<file path="config.mk">
export PLATFORM = sky130hd
export DESIGN_NAME = sd_dat_top
export DESIGN_NICKNAME = d
export VERILOG_FILES = /design/src/rtl/sd_dat_pkg.sv /design/src/rtl/dat_deserializer.sv /design/src/rtl/dat_phys_controller.sv /design/src/rtl/dat_serializer.sv /design/src/rtl/sd_dat_regs.sv /design/src/rtl/sd_dat_top.sv
export SDC_FILE = /design/constraint.sdc
export NUM_CORES = 1
export LEC_CHECK = 0
export BUFFER_PORTS_ARGS = -buffer_cell sky130_fd_sc_hd__buf_2
export CAP_MARGIN = 20
export CORE_AREA = 3 3 176 178
export CTS_CLUSTER_DIAMETER = 50
export DETAILED_ROUTE_END_ITERATION = 7
export DIE_AREA = 0 0 179 181
export PLACE_DENSITY_LB_ADDON = 0.3
export SYNTH_ARGS = -nofsm -noshare
export SYNTH_HDL_FRONTEND = slang
export SYNTH_SLANG_ARGS = --single-unit
export TNS_END_PERCENT = 50
</file>
<file path="constraint.sdc">
create_clock -name sd_clock -period 6.5 [get_ports sd_clock]
set_input_delay 1.3 -clock sd_clock [delete_from_list [all_inputs] [get_ports sd_clock]]
set_output_delay 1.3 -clock sd_clock [all_outputs]
set_load 0.005 [all_outputs]
</file>
<file path="src/rtl/sd_dat_pkg.sv">
`default_nettype none

package sd_dat_pkg;

	// command latched at start for the controller
	typedef struct packed {
		logic write_read;    // 1 = write
		logic multiple;
		logic [1:0] blocks_m1;
	} dat_cmd_t;

	typedef struct packed {
		logic busy;
		logic complete;
		logic timeout;
		logic token_err;
	} dat_status_t;

	typedef struct packed {
		logic [26:0] reserved;
		dat_cmd_t cmd;
		logic start;
	} ctrl_word_t;

	// one apb word seen as plain data or as the ctrl layout
	typedef union packed {
		logic [31:0] raw;
		ctrl_word_t ctrl_word;
	} apb_word_u;

	localparam logic [7:0] REG_CTRL    = 8'h00;
	localparam logic [7:0] REG_STATUS  = 8'h04;
	localparam logic [7:0] REG_TIMEOUT = 8'h08;
	localparam logic [7:0] REG_ACK     = 8'h0C;
	localparam logic [7:0] REG_TX_BASE = 8'h10;
	localparam logic [7:0] REG_RX_BASE = 8'h20;

	localparam logic [2:0] TOKEN_ACCEPTED = 3'b010;

endpackage

`default_nettype wire

</file>
<file path="src/rtl/dat_deserializer.sv">
`timescale 1ns/1ps
`default_nettype none

module dat_deserializer (
	input wire sd_clock,
	input wire reset,
	input wire listen,
	input wire token_mode,
	input wire dat_in,
	output logic rx_done,
	output logic [31:0] rx_word
);

	typedef enum logic [1:0] {
		HUNT,
		SHIFT,
		HOLD
	} phase_t;

	phase_t phase;
	logic [5:0] bit_cnt;
	logic [5:0] last_bit;

	assign last_bit = token_mode ? 6'd2 : 6'd31;

	always_ff @(posedge sd_clock)
	begin
		if (reset || !listen)
		begin
			phase <= HUNT;
			bit_cnt <= '0;
			rx_done <= 1'b0;
			rx_word <= '0;
		end
		else
		begin
			rx_done <= 1'b0;
			case (phase)
				HUNT:
				begin
					bit_cnt <= '0;
					if (!dat_in)
						phase <= SHIFT; // start bit
				end
				SHIFT:
				begin
					rx_word <= {rx_word[30:0], dat_in};
					bit_cnt <= bit_cnt + 1'b1;
					if (bit_cnt == last_bit)
					begin
						rx_done <= 1'b1;
						phase <= HOLD;
					end
				end
				// word stays put until listen drops
				default: phase <= HOLD;
			endcase
		end
	end

endmodule

`default_nettype wire

</file>
<file path="src/rtl/dat_phys_controller.sv">
`timescale 1ns/1ps
`default_nettype none

module dat_phys_controller
	import sd_dat_pkg::*;
#(
	parameter int MAX_BLOCKS = 4,
	parameter int TIMEOUT_WIDTH = 16
)(
	input wire sd_clock,
	input wire reset,
	input wire strobe,
	input wire dat_cmd_t cmd,
	input wire ack,
	input wire [TIMEOUT_WIDTH-1:0] timeout_limit,
	output dat_status_t status,
	output logic [$clog2(MAX_BLOCKS)-1:0] block_index,
	output logic load,
	input wire tx_done,
	output logic listen,
	output logic token_mode,
	input wire rx_done,
	input wire [31:0] rx_word,
	output logic rx_store
);

	localparam int IDX_W = $clog2(MAX_BLOCKS);

	typedef enum logic [2:0] {
		IDLE,
		LOAD_WRITE,
		SEND,
		WAIT_RESPONSE,
		READ,
		STORE,
		DONE
	} state_t;

	state_t state;
	state_t next_state;
	logic [IDX_W-1:0] block_cnt;
	logic [TIMEOUT_WIDTH-1:0] timeout_cnt;
	logic timeout_q;
	logic token_err_q;
	logic waiting;
	logic last_block;
	logic expired;
	logic token_bad;

	assign waiting = (state == WAIT_RESPONSE) || (state == READ);
	assign last_block = !cmd.multiple || (block_cnt == IDX_W'(cmd.blocks_m1));
	assign expired = (timeout_cnt == timeout_limit);
	assign token_bad = (rx_word[2:0] != TOKEN_ACCEPTED);

	always_comb
	begin
		next_state = state;
		case (state)
			IDLE:
				if (strobe)
					next_state = cmd.write_read ? LOAD_WRITE : READ;
			LOAD_WRITE: next_state = SEND;
			SEND:
				if (tx_done)
					next_state = WAIT_RESPONSE;
			WAIT_RESPONSE:
			begin
				if (rx_done)
					next_state = (token_bad || last_block) ? DONE : LOAD_WRITE;
				else if (expired)
					next_state = DONE;
			end
			READ:
			begin
				if (rx_done)
					next_state = STORE;
				else if (expired)
					next_state = DONE;
			end
			STORE: next_state = last_block ? DONE : READ;
			DONE:
				if (ack)
					next_state = IDLE;
			default: next_state = IDLE;
		endcase
	end

	always_ff @(posedge sd_clock)
	begin
		if (reset)
		begin
			state <= IDLE;
			block_cnt <= '0;
			timeout_cnt <= '0;
			timeout_q <= 1'b0;
			token_err_q <= 1'b0;
		end
		else
		begin
			state <= next_state;
			timeout_cnt <= waiting ? timeout_cnt + 1'b1 : '0; // only while listening
			if (state == IDLE)
				block_cnt <= '0;
			else if ((state == WAIT_RESPONSE && rx_done && next_state == LOAD_WRITE)
				|| (state == STORE && next_state == READ))
				block_cnt <= block_cnt + 1'b1;
			if (state == DONE && ack)
			begin
				timeout_q <= 1'b0;
				token_err_q <= 1'b0;
			end
			else
			begin
				if (waiting && !rx_done && expired)
					timeout_q <= 1'b1;
				if (state == WAIT_RESPONSE && rx_done && token_bad)
					token_err_q <= 1'b1;
			end
		end
	end

	assign load = (state == LOAD_WRITE);
	assign listen = waiting;
	assign token_mode = (state == WAIT_RESPONSE); // 3 bit status token
	assign rx_store = (state == STORE);
	assign block_index = block_cnt;

	always_comb
	begin
		status.busy = (state != IDLE);
		status.complete = (state == DONE);
		status.timeout = timeout_q;
		status.token_err = token_err_q;
	end

endmodule

`default_nettype wire

</file>
<file path="src/rtl/dat_serializer.sv">
`timescale 1ns/1ps
`default_nettype none

module dat_serializer (
	input wire sd_clock,
	input wire reset,
	input wire load,
	input wire [31:0] tx_word,
	output logic dat_out,
	output logic dat_oe,
	output logic tx_done
);

	logic [33:0] shift;
	logic [5:0] bit_cnt;

	// line idles high when not driven
	assign dat_out = dat_oe ? shift[33] : 1'b1;

	always_ff @(posedge sd_clock)
	begin
		if (load)
			shift <= {1'b0, tx_word, 1'b1}; // start, data msb first, end
		else if (dat_oe)
			shift <= {shift[32:0], 1'b1};
	end

	always_ff @(posedge sd_clock)
	begin
		if (reset)
		begin
			dat_oe <= 1'b0;
			bit_cnt <= '0;
			tx_done <= 1'b0;
		end
		else
		begin
			tx_done <= 1'b0;
			if (load)
			begin
				dat_oe <= 1'b1;
				bit_cnt <= '0;
			end
			else if (dat_oe)
			begin
				bit_cnt <= bit_cnt + 1'b1;
				if (bit_cnt == 6'd32)
					tx_done <= 1'b1; // lines up with the end bit
				if (bit_cnt == 6'd33)
					dat_oe <= 1'b0;
			end
		end
	end

endmodule

`default_nettype wire

</file>
<file path="src/rtl/sd_dat_regs.sv">
`timescale 1ns/1ps
`default_nettype none

module sd_dat_regs
	import sd_dat_pkg::*;
#(
	parameter int MAX_BLOCKS = 4,
	parameter int TIMEOUT_WIDTH = 16
)(
	input wire sd_clock,
	input wire reset,
	input wire psel,
	input wire penable,
	input wire pwrite,
	input wire [7:0] paddr,
	input wire [31:0] pwdata,
	output logic [31:0] prdata,
	output logic pready,
	output logic pslverr,
	output logic strobe,
	output logic ack,
	output dat_cmd_t cmd,
	output logic [TIMEOUT_WIDTH-1:0] timeout_limit,
	input wire [$clog2(MAX_BLOCKS)-1:0] block_index,
	output logic [31:0] tx_word,
	input wire rx_store,
	input wire [31:0] rx_word,
	input wire dat_status_t status
);

	localparam int IDX_W = $clog2(MAX_BLOCKS);
	localparam logic [7:0] SPAN = 8'(4 * MAX_BLOCKS);

	logic [31:0] tx_buf [MAX_BLOCKS];
	logic [31:0] rx_buf [MAX_BLOCKS];
	logic [TIMEOUT_WIDTH-1:0] timeout_q;
	dat_cmd_t cmd_q;
	apb_word_u wr_word;
	apb_word_u rd_word;
	logic access;
	logic tx_hit;
	logic rx_hit;
	logic known;
	logic start_req;
	logic [IDX_W-1:0] word_idx;

	assign access = psel & penable;
	assign pready = 1'b1; // no wait states
	assign wr_word = pwdata;
	assign word_idx = paddr[IDX_W+1:2];

	assign tx_hit = (paddr[1:0] == 2'b00) && (paddr >= REG_TX_BASE) && (paddr < REG_TX_BASE + SPAN);
	assign rx_hit = (paddr[1:0] == 2'b00) && (paddr >= REG_RX_BASE) && (paddr < REG_RX_BASE + SPAN);
	assign known = tx_hit || rx_hit || paddr == REG_CTRL || paddr == REG_STATUS
		|| paddr == REG_TIMEOUT || paddr == REG_ACK;

	assign start_req = access && pwrite && paddr == REG_CTRL && wr_word.ctrl_word.start;
	assign strobe = start_req & ~status.busy;
	assign pslverr = access & (~known | (start_req & status.busy));
	assign ack = access && pwrite && paddr == REG_ACK;

	// new command is visible in the strobe cycle itself
	assign cmd = strobe ? wr_word.ctrl_word.cmd : cmd_q;
	assign timeout_limit = timeout_q;
	assign tx_word = tx_buf[block_index];

	always_ff @(posedge sd_clock)
	begin
		if (reset)
		begin
			timeout_q <= '1; // longest wait until written
			cmd_q <= '0;
		end
		else
		begin
			if (strobe)
				cmd_q <= wr_word.ctrl_word.cmd;
			if (access && pwrite && paddr == REG_TIMEOUT)
				timeout_q <= wr_word.raw[TIMEOUT_WIDTH-1:0];
		end
	end

	always_ff @(posedge sd_clock)
	begin
		if (access && pwrite && tx_hit)
			tx_buf[word_idx] <= wr_word.raw;
		if (rx_store)
			rx_buf[block_index] <= rx_word;
	end

	always_comb
	begin
		rd_word = '0;
		if (access && !pwrite)
		begin
			case (paddr)
				REG_CTRL:
				begin
					rd_word.ctrl_word.cmd = cmd_q;
					rd_word.ctrl_word.start = status.busy;
				end
				REG_STATUS: rd_word.raw = 32'(status);
				REG_TIMEOUT: rd_word.raw = 32'(timeout_q);
				default:
				begin
					if (tx_hit)
						rd_word.raw = tx_buf[word_idx];
					else if (rx_hit)
						rd_word.raw = rx_buf[word_idx];
				end
			endcase
		end
		prdata = rd_word.raw;
	end

endmodule

`default_nettype wire

</file>
<file path="src/rtl/sd_dat_top.sv">
`timescale 1ns/1ps
`default_nettype none

module sd_dat_top
	import sd_dat_pkg::*;
#(
	parameter int MAX_BLOCKS = 4,
	parameter int TIMEOUT_WIDTH = 16
)(
	input wire sd_clock,
	input wire reset,
	input wire psel,
	input wire penable,
	input wire pwrite,
	input wire [7:0] paddr,
	input wire [31:0] pwdata,
	output logic [31:0] prdata,
	output logic pready,
	output logic pslverr,
	input wire dat_in,
	output logic dat_out,
	output logic dat_oe
);

	logic strobe;
	logic ack;
	dat_cmd_t cmd;
	dat_status_t status;
	logic [TIMEOUT_WIDTH-1:0] timeout_limit;
	logic [$clog2(MAX_BLOCKS)-1:0] block_index;
	logic [31:0] tx_word;
	logic [31:0] rx_word;
	logic rx_store;
	logic load;
	logic tx_done;
	logic listen;
	logic token_mode;
	logic rx_done;

	sd_dat_regs #(
		.MAX_BLOCKS(MAX_BLOCKS),
		.TIMEOUT_WIDTH(TIMEOUT_WIDTH)
	) i_regs (
		.sd_clock(sd_clock), .reset(reset),
		.psel(psel), .penable(penable), .pwrite(pwrite), .paddr(paddr),
		.pwdata(pwdata), .prdata(prdata), .pready(pready), .pslverr(pslverr),
		.strobe(strobe), .ack(ack), .cmd(cmd), .timeout_limit(timeout_limit),
		.block_index(block_index), .tx_word(tx_word),
		.rx_store(rx_store), .rx_word(rx_word), .status(status)
	);

	dat_phys_controller #(
		.MAX_BLOCKS(MAX_BLOCKS),
		.TIMEOUT_WIDTH(TIMEOUT_WIDTH)
	) i_ctrl (
		.sd_clock(sd_clock), .reset(reset),
		.strobe(strobe), .cmd(cmd), .ack(ack), .timeout_limit(timeout_limit),
		.status(status), .block_index(block_index),
		.load(load), .tx_done(tx_done),
		.listen(listen), .token_mode(token_mode),
		.rx_done(rx_done), .rx_word(rx_word), .rx_store(rx_store)
	);

	dat_serializer i_ser (
		.sd_clock(sd_clock), .reset(reset), .load(load), .tx_word(tx_word),
		.dat_out(dat_out), .dat_oe(dat_oe), .tx_done(tx_done)
	);

	dat_deserializer i_des (
		.sd_clock(sd_clock), .reset(reset), .listen(listen), .token_mode(token_mode),
		.dat_in(dat_in), .rx_done(rx_done), .rx_word(rx_word)
	);

endmodule

`default_nettype wire

</file>
==> flow_summary.yaml, run 1 <==
run_status:
  status: "completed"
yosys:
  synth_top_area_share_pct: 53.40
  yosysWarnings: 0
  yosysSeqAreaShare_pct: 65.15
  avgSynthCellArea_um2: 15.13
  synth_top_area_cell: "edfxtp_1"
  synth_area_leaders: "edfxtp_1 (53%), mux4_2 (13%), dfxtp_1 (12%)"
  synth_area_um2: 16190
  synthCells: 1070
  yosys.cell_types.count: 63
  synth_edf_count: 288
  syn-num-nets: 1125
  synthFlopType: "edfxtp_1"
  synth-seq-cells: 383
  ys_async_sr_fraction_pct: 0
critical_path:
  critical_path.endpoint_type: "output port"
  path_cells: "buf_2 > or4_4 > nor2_1 > and2_0 > a21oi_1 > a221oi_1 > buf_2"
  crit_path_start_kind: "input port"
  critPathKind: "in2out"
  startpoint: "paddr[1]"
  required_ns: 5.20
  cp_common_cell: "buf_2"
  max_stage_delay_ns: 0.65
  regToRegStartpoint: "i_ctrl.state[1]"
  cp_data_arrival_time_ns: 3.85
  cp_max_fo: 14
  slowest_stage: "and2_0"
clocking:
  clock_path_buffers: 3
  cts.sinks: 383
  cts_tree: "done"
  clk_pin_slew_ns: 0.06
  cts_setup_buffers: 0
  clk_latency_ns: 0.53
  ctsHoldBuffers: 0
  cts_max_level: 2
  cts_made_buffers: 41
  root_buffer: "clkbuf_16"
  ctsResizeCount: 0
job:
  cap_violations: 0
place:
  gp_congestion: 0.8395
  portBuffers: 80
  dp_hpwl_um: 22610
  dpl_cell_area_um2: 16980
drt:
  first_iter_violations: 884
  drt_pre_antenna_iters: 8
  routed_wl_um: 35480
  remaining_drc_errors: 0
  viasPerCell: 6.034
  ant_nets: 0
  wl_per_cell_um: 22.66
  vias: 9449
power_and_ir_drop:
  combPwrFrac_pct: 2.6
  p_sw_mw: 1.003
  p_sw_share_pct: 19.84
  clock_power_share_pct: 45.8
  irDropWorstVdd_uv: 167.1
  power_density_nw_per_um2: 275.1
  finalPower_mw: 5.057
  p_int_mw: 4.054
  power.leakage_nw: 5.897
  power_frac_seq_pct: 51.6
final_layout:
  n_antenna_cell: 0
  multi_input_area_um2: 5389
  drive_gt1_share_pct: 26.96
  area_delta_synth_final_pct: 13.51
  fin_nets: 1199
  regArea_um2: 10550
  final_cell_area_um2: 18380
  fillCellCount: 2139
floorplan:
  rows: 63
  io_pins: 82
  start_util_pct: 54.79
  fp.dieW_um: 179
  dieArea_um2: 32400
  core_um2: 29560
  die_h_um: 181
global_route:
  antenna_found_initial: 0
  grtUsageTotal_pct: 22.21
  busiest_layer: "met2"
  met3_usage_pct: 4.624
  grt_pass1_vias: 9155
  grt_pass1_wl_um: 54750
  gr-usage-met1_pct: 32.78
  use_met2_pct: 34.23
  gr-total-overflow: 0
  grt_max_degree: 47
timing:
  slew_headroom_pct: 28.14
  max_freq_mhz: 194.1
  finalSetupViolCount: 0
  hold_viol_final: 0
  worst_slew_pin_slew_ns: 1.075
  rsz0062_at_grt: "false"
  period_share_pct: 79.26
  fin_tns_setup_ns: 0
  fin_crit_ns: 5.152
  maxSlewViolCount: 0
  clock_skew_ns: 0.03111
worst_hold_path:
  hold_path_class: "reg2reg"
  timing.hold.worst.start: "i_ctrl.timeout_q"
-- cells by family (layout without fill, tap and decap cells) --
kind of cell,after synthesis,after routing,share of synthesized area (%)
fa+ha+maj,9,9,0.6954
simple gates,298,298,8.654
buf+inv,76,182,1.908
other cells,1,1,0.02316
mux,140,140,16.35
flops,383,383,65.15
xor+xnor,39,39,2.109
compound gates,124,124,5.115
-- metrics by stage --
step | setup slack, ns | util [%] | std cells | hold WS, ns
3_3_place_gp | 1.367 | 57.46 | 1489 | 0.4541
6_report | 1.348 | 62.18 | 1566 | 0.4781
2_1_floorplan | 1.356 | - | 1070 | 0.4396
5_1_grt | 1.241 | 62.18 | 1566 | 0.5044
4_1_cts | 1.360 | 62.05 | 1564 | 0.4709
3_5_place_dp | 1.355 | 57.46 | 1489 | 0.4549
-- cells in the final DEF (no fill, tap or decap), types with 5 or more instances in the layout --
cell type	count
mux2_2	36
or2_2	6
nor3_1	8
nand2_1	124
clkbuf_8	5
buf_2	78
a21oi_1	60
and2_1	5
nand4_1	5
inv_1	10
xnor2_1	11
and3_1	5
edfxtp_1	288
clkbuf_1	10
mux2i_1	8
buf_4	17
dfxtp_1	94
nand3b_1	17
xor2_1	28
nand3_1	24
ha_1	9
clkbuf_16	41
nor4_1	8
nor2_1	67
clkinv_2	6
a22oi_1	35
mux4_2	96
nand2b_1	6
-- metal layers --
metal	vias to the layer above	wire [um]
li1	4270	-
met1	4806	14790
met2	316	17200
met3	57	2714
met4	0	784
met5	-	0
-- path summary, 6_finish.rpt --
path | to | slack [ns] | depth (start not counted)
max | prdata[1] | 1.35 | 7
min | i_ctrl.timeout_q | 0.48 | 1
max reg2reg | i_des.phase[0] | 3.96 | 5
min reg2reg | i_ctrl.timeout_q | 0.48 | 1
-- final cells by class --
type                    count  share of cell area, %
flip-flops and latches    383                  57.40
inverters                  10                 0.2042
clock buffers              56                  6.160
well taps                 390                  2.655
repair buffers             97                  3.036
clock inverters            19                  1.225
multi-input cells         611                  29.32
-- cells in the mapped netlist, types with 2 or more instances --
master,instances
a21oi_1,60
xnor2_1,11
nor2_1,71
nand4b_1,2
a22oi_1,35
xor2_1,28
nor4_1,8
mux2i_1,8
nand3b_1,17
a21o_1,2
clkbuf_2,2
nand3_1,24
edfxtp_1,288
o22ai_1,4
nor3_1,10
and3_1,5
nand2_1,124
nand2b_1,7
o21a_1,3
clkbuf_1,45
buf_2,5
nor3b_1,4
a221oi_1,2
dfxtp_1,95
inv_1,10
ha_1,9
nand4_1,5
buf_1,11
and2_1,5
mux2_2,36
or2_2,6
mux4_2,96
a2111oi_0,2
-- worst max-delay path, delay by kind of cell --
kind,cells,cell delay (ns)
AND/OR/NAND/NOR,3,1.58
AO/OA/AOI/OAI,2,0.65
buffers and inverters,2,0.32
-- power groups by stage --
stage	Clock (mW)	Combinational, mW	Sequential, mW
4_1_cts	2.35	0.134	2.61
3_5_place_dp	0	0.133	2.66
5_1_grt	2.45	0.142	2.61
2_1_floorplan	0	0.0768	2.66
6_report	2.31	0.133	2.61
3_3_place_gp	0	0.131	2.66
-- sequential cells by signal, indices dropped and copies added (netlist names), 2 cells and up, named ones only --
signal / cells
i_des.bit_cnt: 6
i_ctrl.timeout_cnt: 16
i_des.phase: 2
i_ctrl.state: 3
i_des.rx_word: 32
i_regs.rx_buf: 128
i_regs.tx_buf: 128
i_regs.timeout_limit: 16
i_ctrl.block_index: 2
i_ser.bit_cnt: 6
i_regs.cmd_q: 4
i_ser.shift: 33
Note: power is estimated with default switching activity, not from simulation.
==> run 2, diff against run 1 <==
clock period = 4.4 ns   (was 6.5 ns; I/O delays follow)
==> run 2 against run 1 <==
Total power grew 43%. Design area decreased by 0.29%. First-iteration DRC count increased by 13%. Global-route usage increased by 0.52 points. Critical path depth grew 1. Combinational power is 51% higher. Worst hold slack about the same. Utilization is 0.18 points lower. Die area is the same. Worst setup slack got worse by 0.76 ns.
==> flow_summary.yaml, run 2 (same netlist as run 1, synthesis figures left out) <==
run_status:
  status: "completed"
floorplan:
  io_pins: 82
  dieArea_um2: 32400
  die_h_um: 181
  fp.dieW_um: 179
  rows: 63
  start_util_pct: 54.79
  core_um2: 29560
critical_path:
  crit_buf_inv: 3
  r2r_setup_slack_ns: 1.75
  slowest_stage: "or4_4"
  regToRegStartpoint: "i_ctrl.state[1]"
  path_cells: "buf_2 > or4_4 > nor2_1 > buf_4 > and2_0 > a21oi_1 > a221oi_1 > buf_2"
  required_ns: 3.52
  rr_worst_depth: 5
  critical_path.endpoint_type: "output port"
  critPathKind: "in2out"
  cp_max_fo: 8
  crit_path_start_kind: "input port"
  cp_data_arrival_time_ns: 2.93
  cp_common_cell: "buf_2"
  max_stage_delay_ns: 0.63
  crit_family: "simple AND/OR/NAND/NOR gates"
place:
  dp_slack_ns: 0.5619
  dp_hpwl_um: 22970
  gp_congestion: 0.9013
  portBuffers: 80
final_layout:
  fillCellCount: 2203
  regArea_um2: 10550
  final_common_cell: "edfxtp_1"
  drive_gt1_share_pct: 27.35
  layout_common_cells: "edfxtp_1 (288), nand2_1 (124), mux4_2 (96)"
  multi_input_area_um2: 5395
  fin_nets: 1207
  fin_util_pct: 62.00
  reg.largest.list: "i_regs.rx_buf (128), i_regs.tx_buf (128), i_ser.shift (33)"
  area_delta_synth_final_pct: 13.17
worst_hold_path:
  hold_path_end: "i_ctrl.token_err_q"
  hold_path_class: "reg2reg"
  hold_depth: 1
  timing.hold.worst.start: "i_ctrl.token_err_q"
clocking:
  ctsHoldBuffers: 0
  cts_max_level: 2
  clk_pin_slew_ns: 0.06
  clock_path_buffers: 3
  ctsResizeCount: 0
  root_buffer: "clkbuf_16"
  clk_latency_ns: 0.53
  cts.sinks: 383
  cts_made_buffers: 41
  cts_tree: "done"
  cts_setup_buffers: 0
timing:
  max_freq_mhz: 262.6
  finalSetupViolCount: 0
  rsz0062_at_grt: "false"
  fin_crit_ns: 3.807
  whs_ns: 0.4784
  period_share_pct: 86.53
  maxSlewViolCount: 0
  hold_viol_final: 0
  fin_tns_setup_ns: 0
  worst_slew_pin_slew_ns: 0.9196
  fin_ws_ns: 0.5926
  clock_skew_ns: 0.007201
  slew_headroom_pct: 38.55
drt:
  viasPerCell: 6.083
  ant_nets: 0
  drt_pre_antenna_iters: 5
  wl_per_cell_um: 22.83
  routed_wl_um: 35910
  first_iter_violations: 1000
  vias: 9569
  remaining_drc_errors: 0
global_route:
  grt_pass1_vias: 9554
  grt_max_degree: 37
  grtUsageTotal_pct: 22.73
  grt_pass1_wl_um: 56150
  antenna_found_initial: 3
  gr-total-overflow: 0
power_and_ir_drop:
  finalPower_mw: 7.225
  power_density_nw_per_um2: 394.2
  power.leakage_nw: 5.901
  irDropWorstVdd_uv: 247.0
job:
  cap_violations: 0
[run 2: cell types whose count changed in the layout (fill, tap and decap cells not counted), moves of 2 or more]
cell / previous run / this run
buf_4: 17 / 26
clkbuf_1: 10 / 7
clkbuf_8: 5 / 3
clkinv_2: 6 / 12
clkbuf_16: 41 / 43
diode_2: 0 / 2
bufinv_16: 4 / 0
clkinv_1: 2 / 4
[run 2: area by class of cell]
cell class / instances / area share [%]
inverter: 10 / 0.2048
clock inverter: 19 / 0.5530
sequential: 383 / 57.57
clock buffer: 53 / 6.240
timing repair buffer: 105 / 3.304
antenna: 2 / 0.02731
multi-input combinational: 611 / 29.44
tap: 390 / 2.662
[run 2: worst register-to-register path: cells and delay by family (launching register included)]
kind            cells  cell delay [ns]
compound gates      2             0.66
flops               1             0.43
mux                 1             0.41
simple gates        2             1.04
[run 2: worst max-delay path by stage]
stage,slack [ns],startpoint,endpoint,cells after the start
2_1_floorplan,0.53,paddr[1],i_regs.tx_buf[1][0],5
3_3_place_gp,0.57,paddr[2],prdata[15],6
3_5_place_dp,0.56,paddr[2],prdata[15],6
4_1_cts,0.56,paddr[2],prdata[15],6
5_1_grt,0.51,paddr[2],prdata[15],6
6_report,0.59,paddr[1],prdata[2],8
[run 2: per-stage QoR]
stage / instance area [um^2] / instances
3_5_place_dp: 17080 / 1499
3_3_place_gp: 17080 / 1499
6_report: 18330 / 1573
2_1_floorplan: 16200 / 1070
5_1_grt: 18330 / 1573
4_1_cts: 18320 / 1571
[run 2: routing by layer]
layer,global-route usage [%],wire length [um],vias up
li1,-,-,4281
met1,33.17,14880,4910
met2,35.37,17410,317
met3,4.435,2749,59
met4,6.328,852,2
met5,0,13,-
[run 2: power breakdown]
group          internal [mW]  switching [mW]
clock network           1.83            1.34
logic                 0.0846           0.116
registers               3.85        0.000966
total                   5.77            1.45
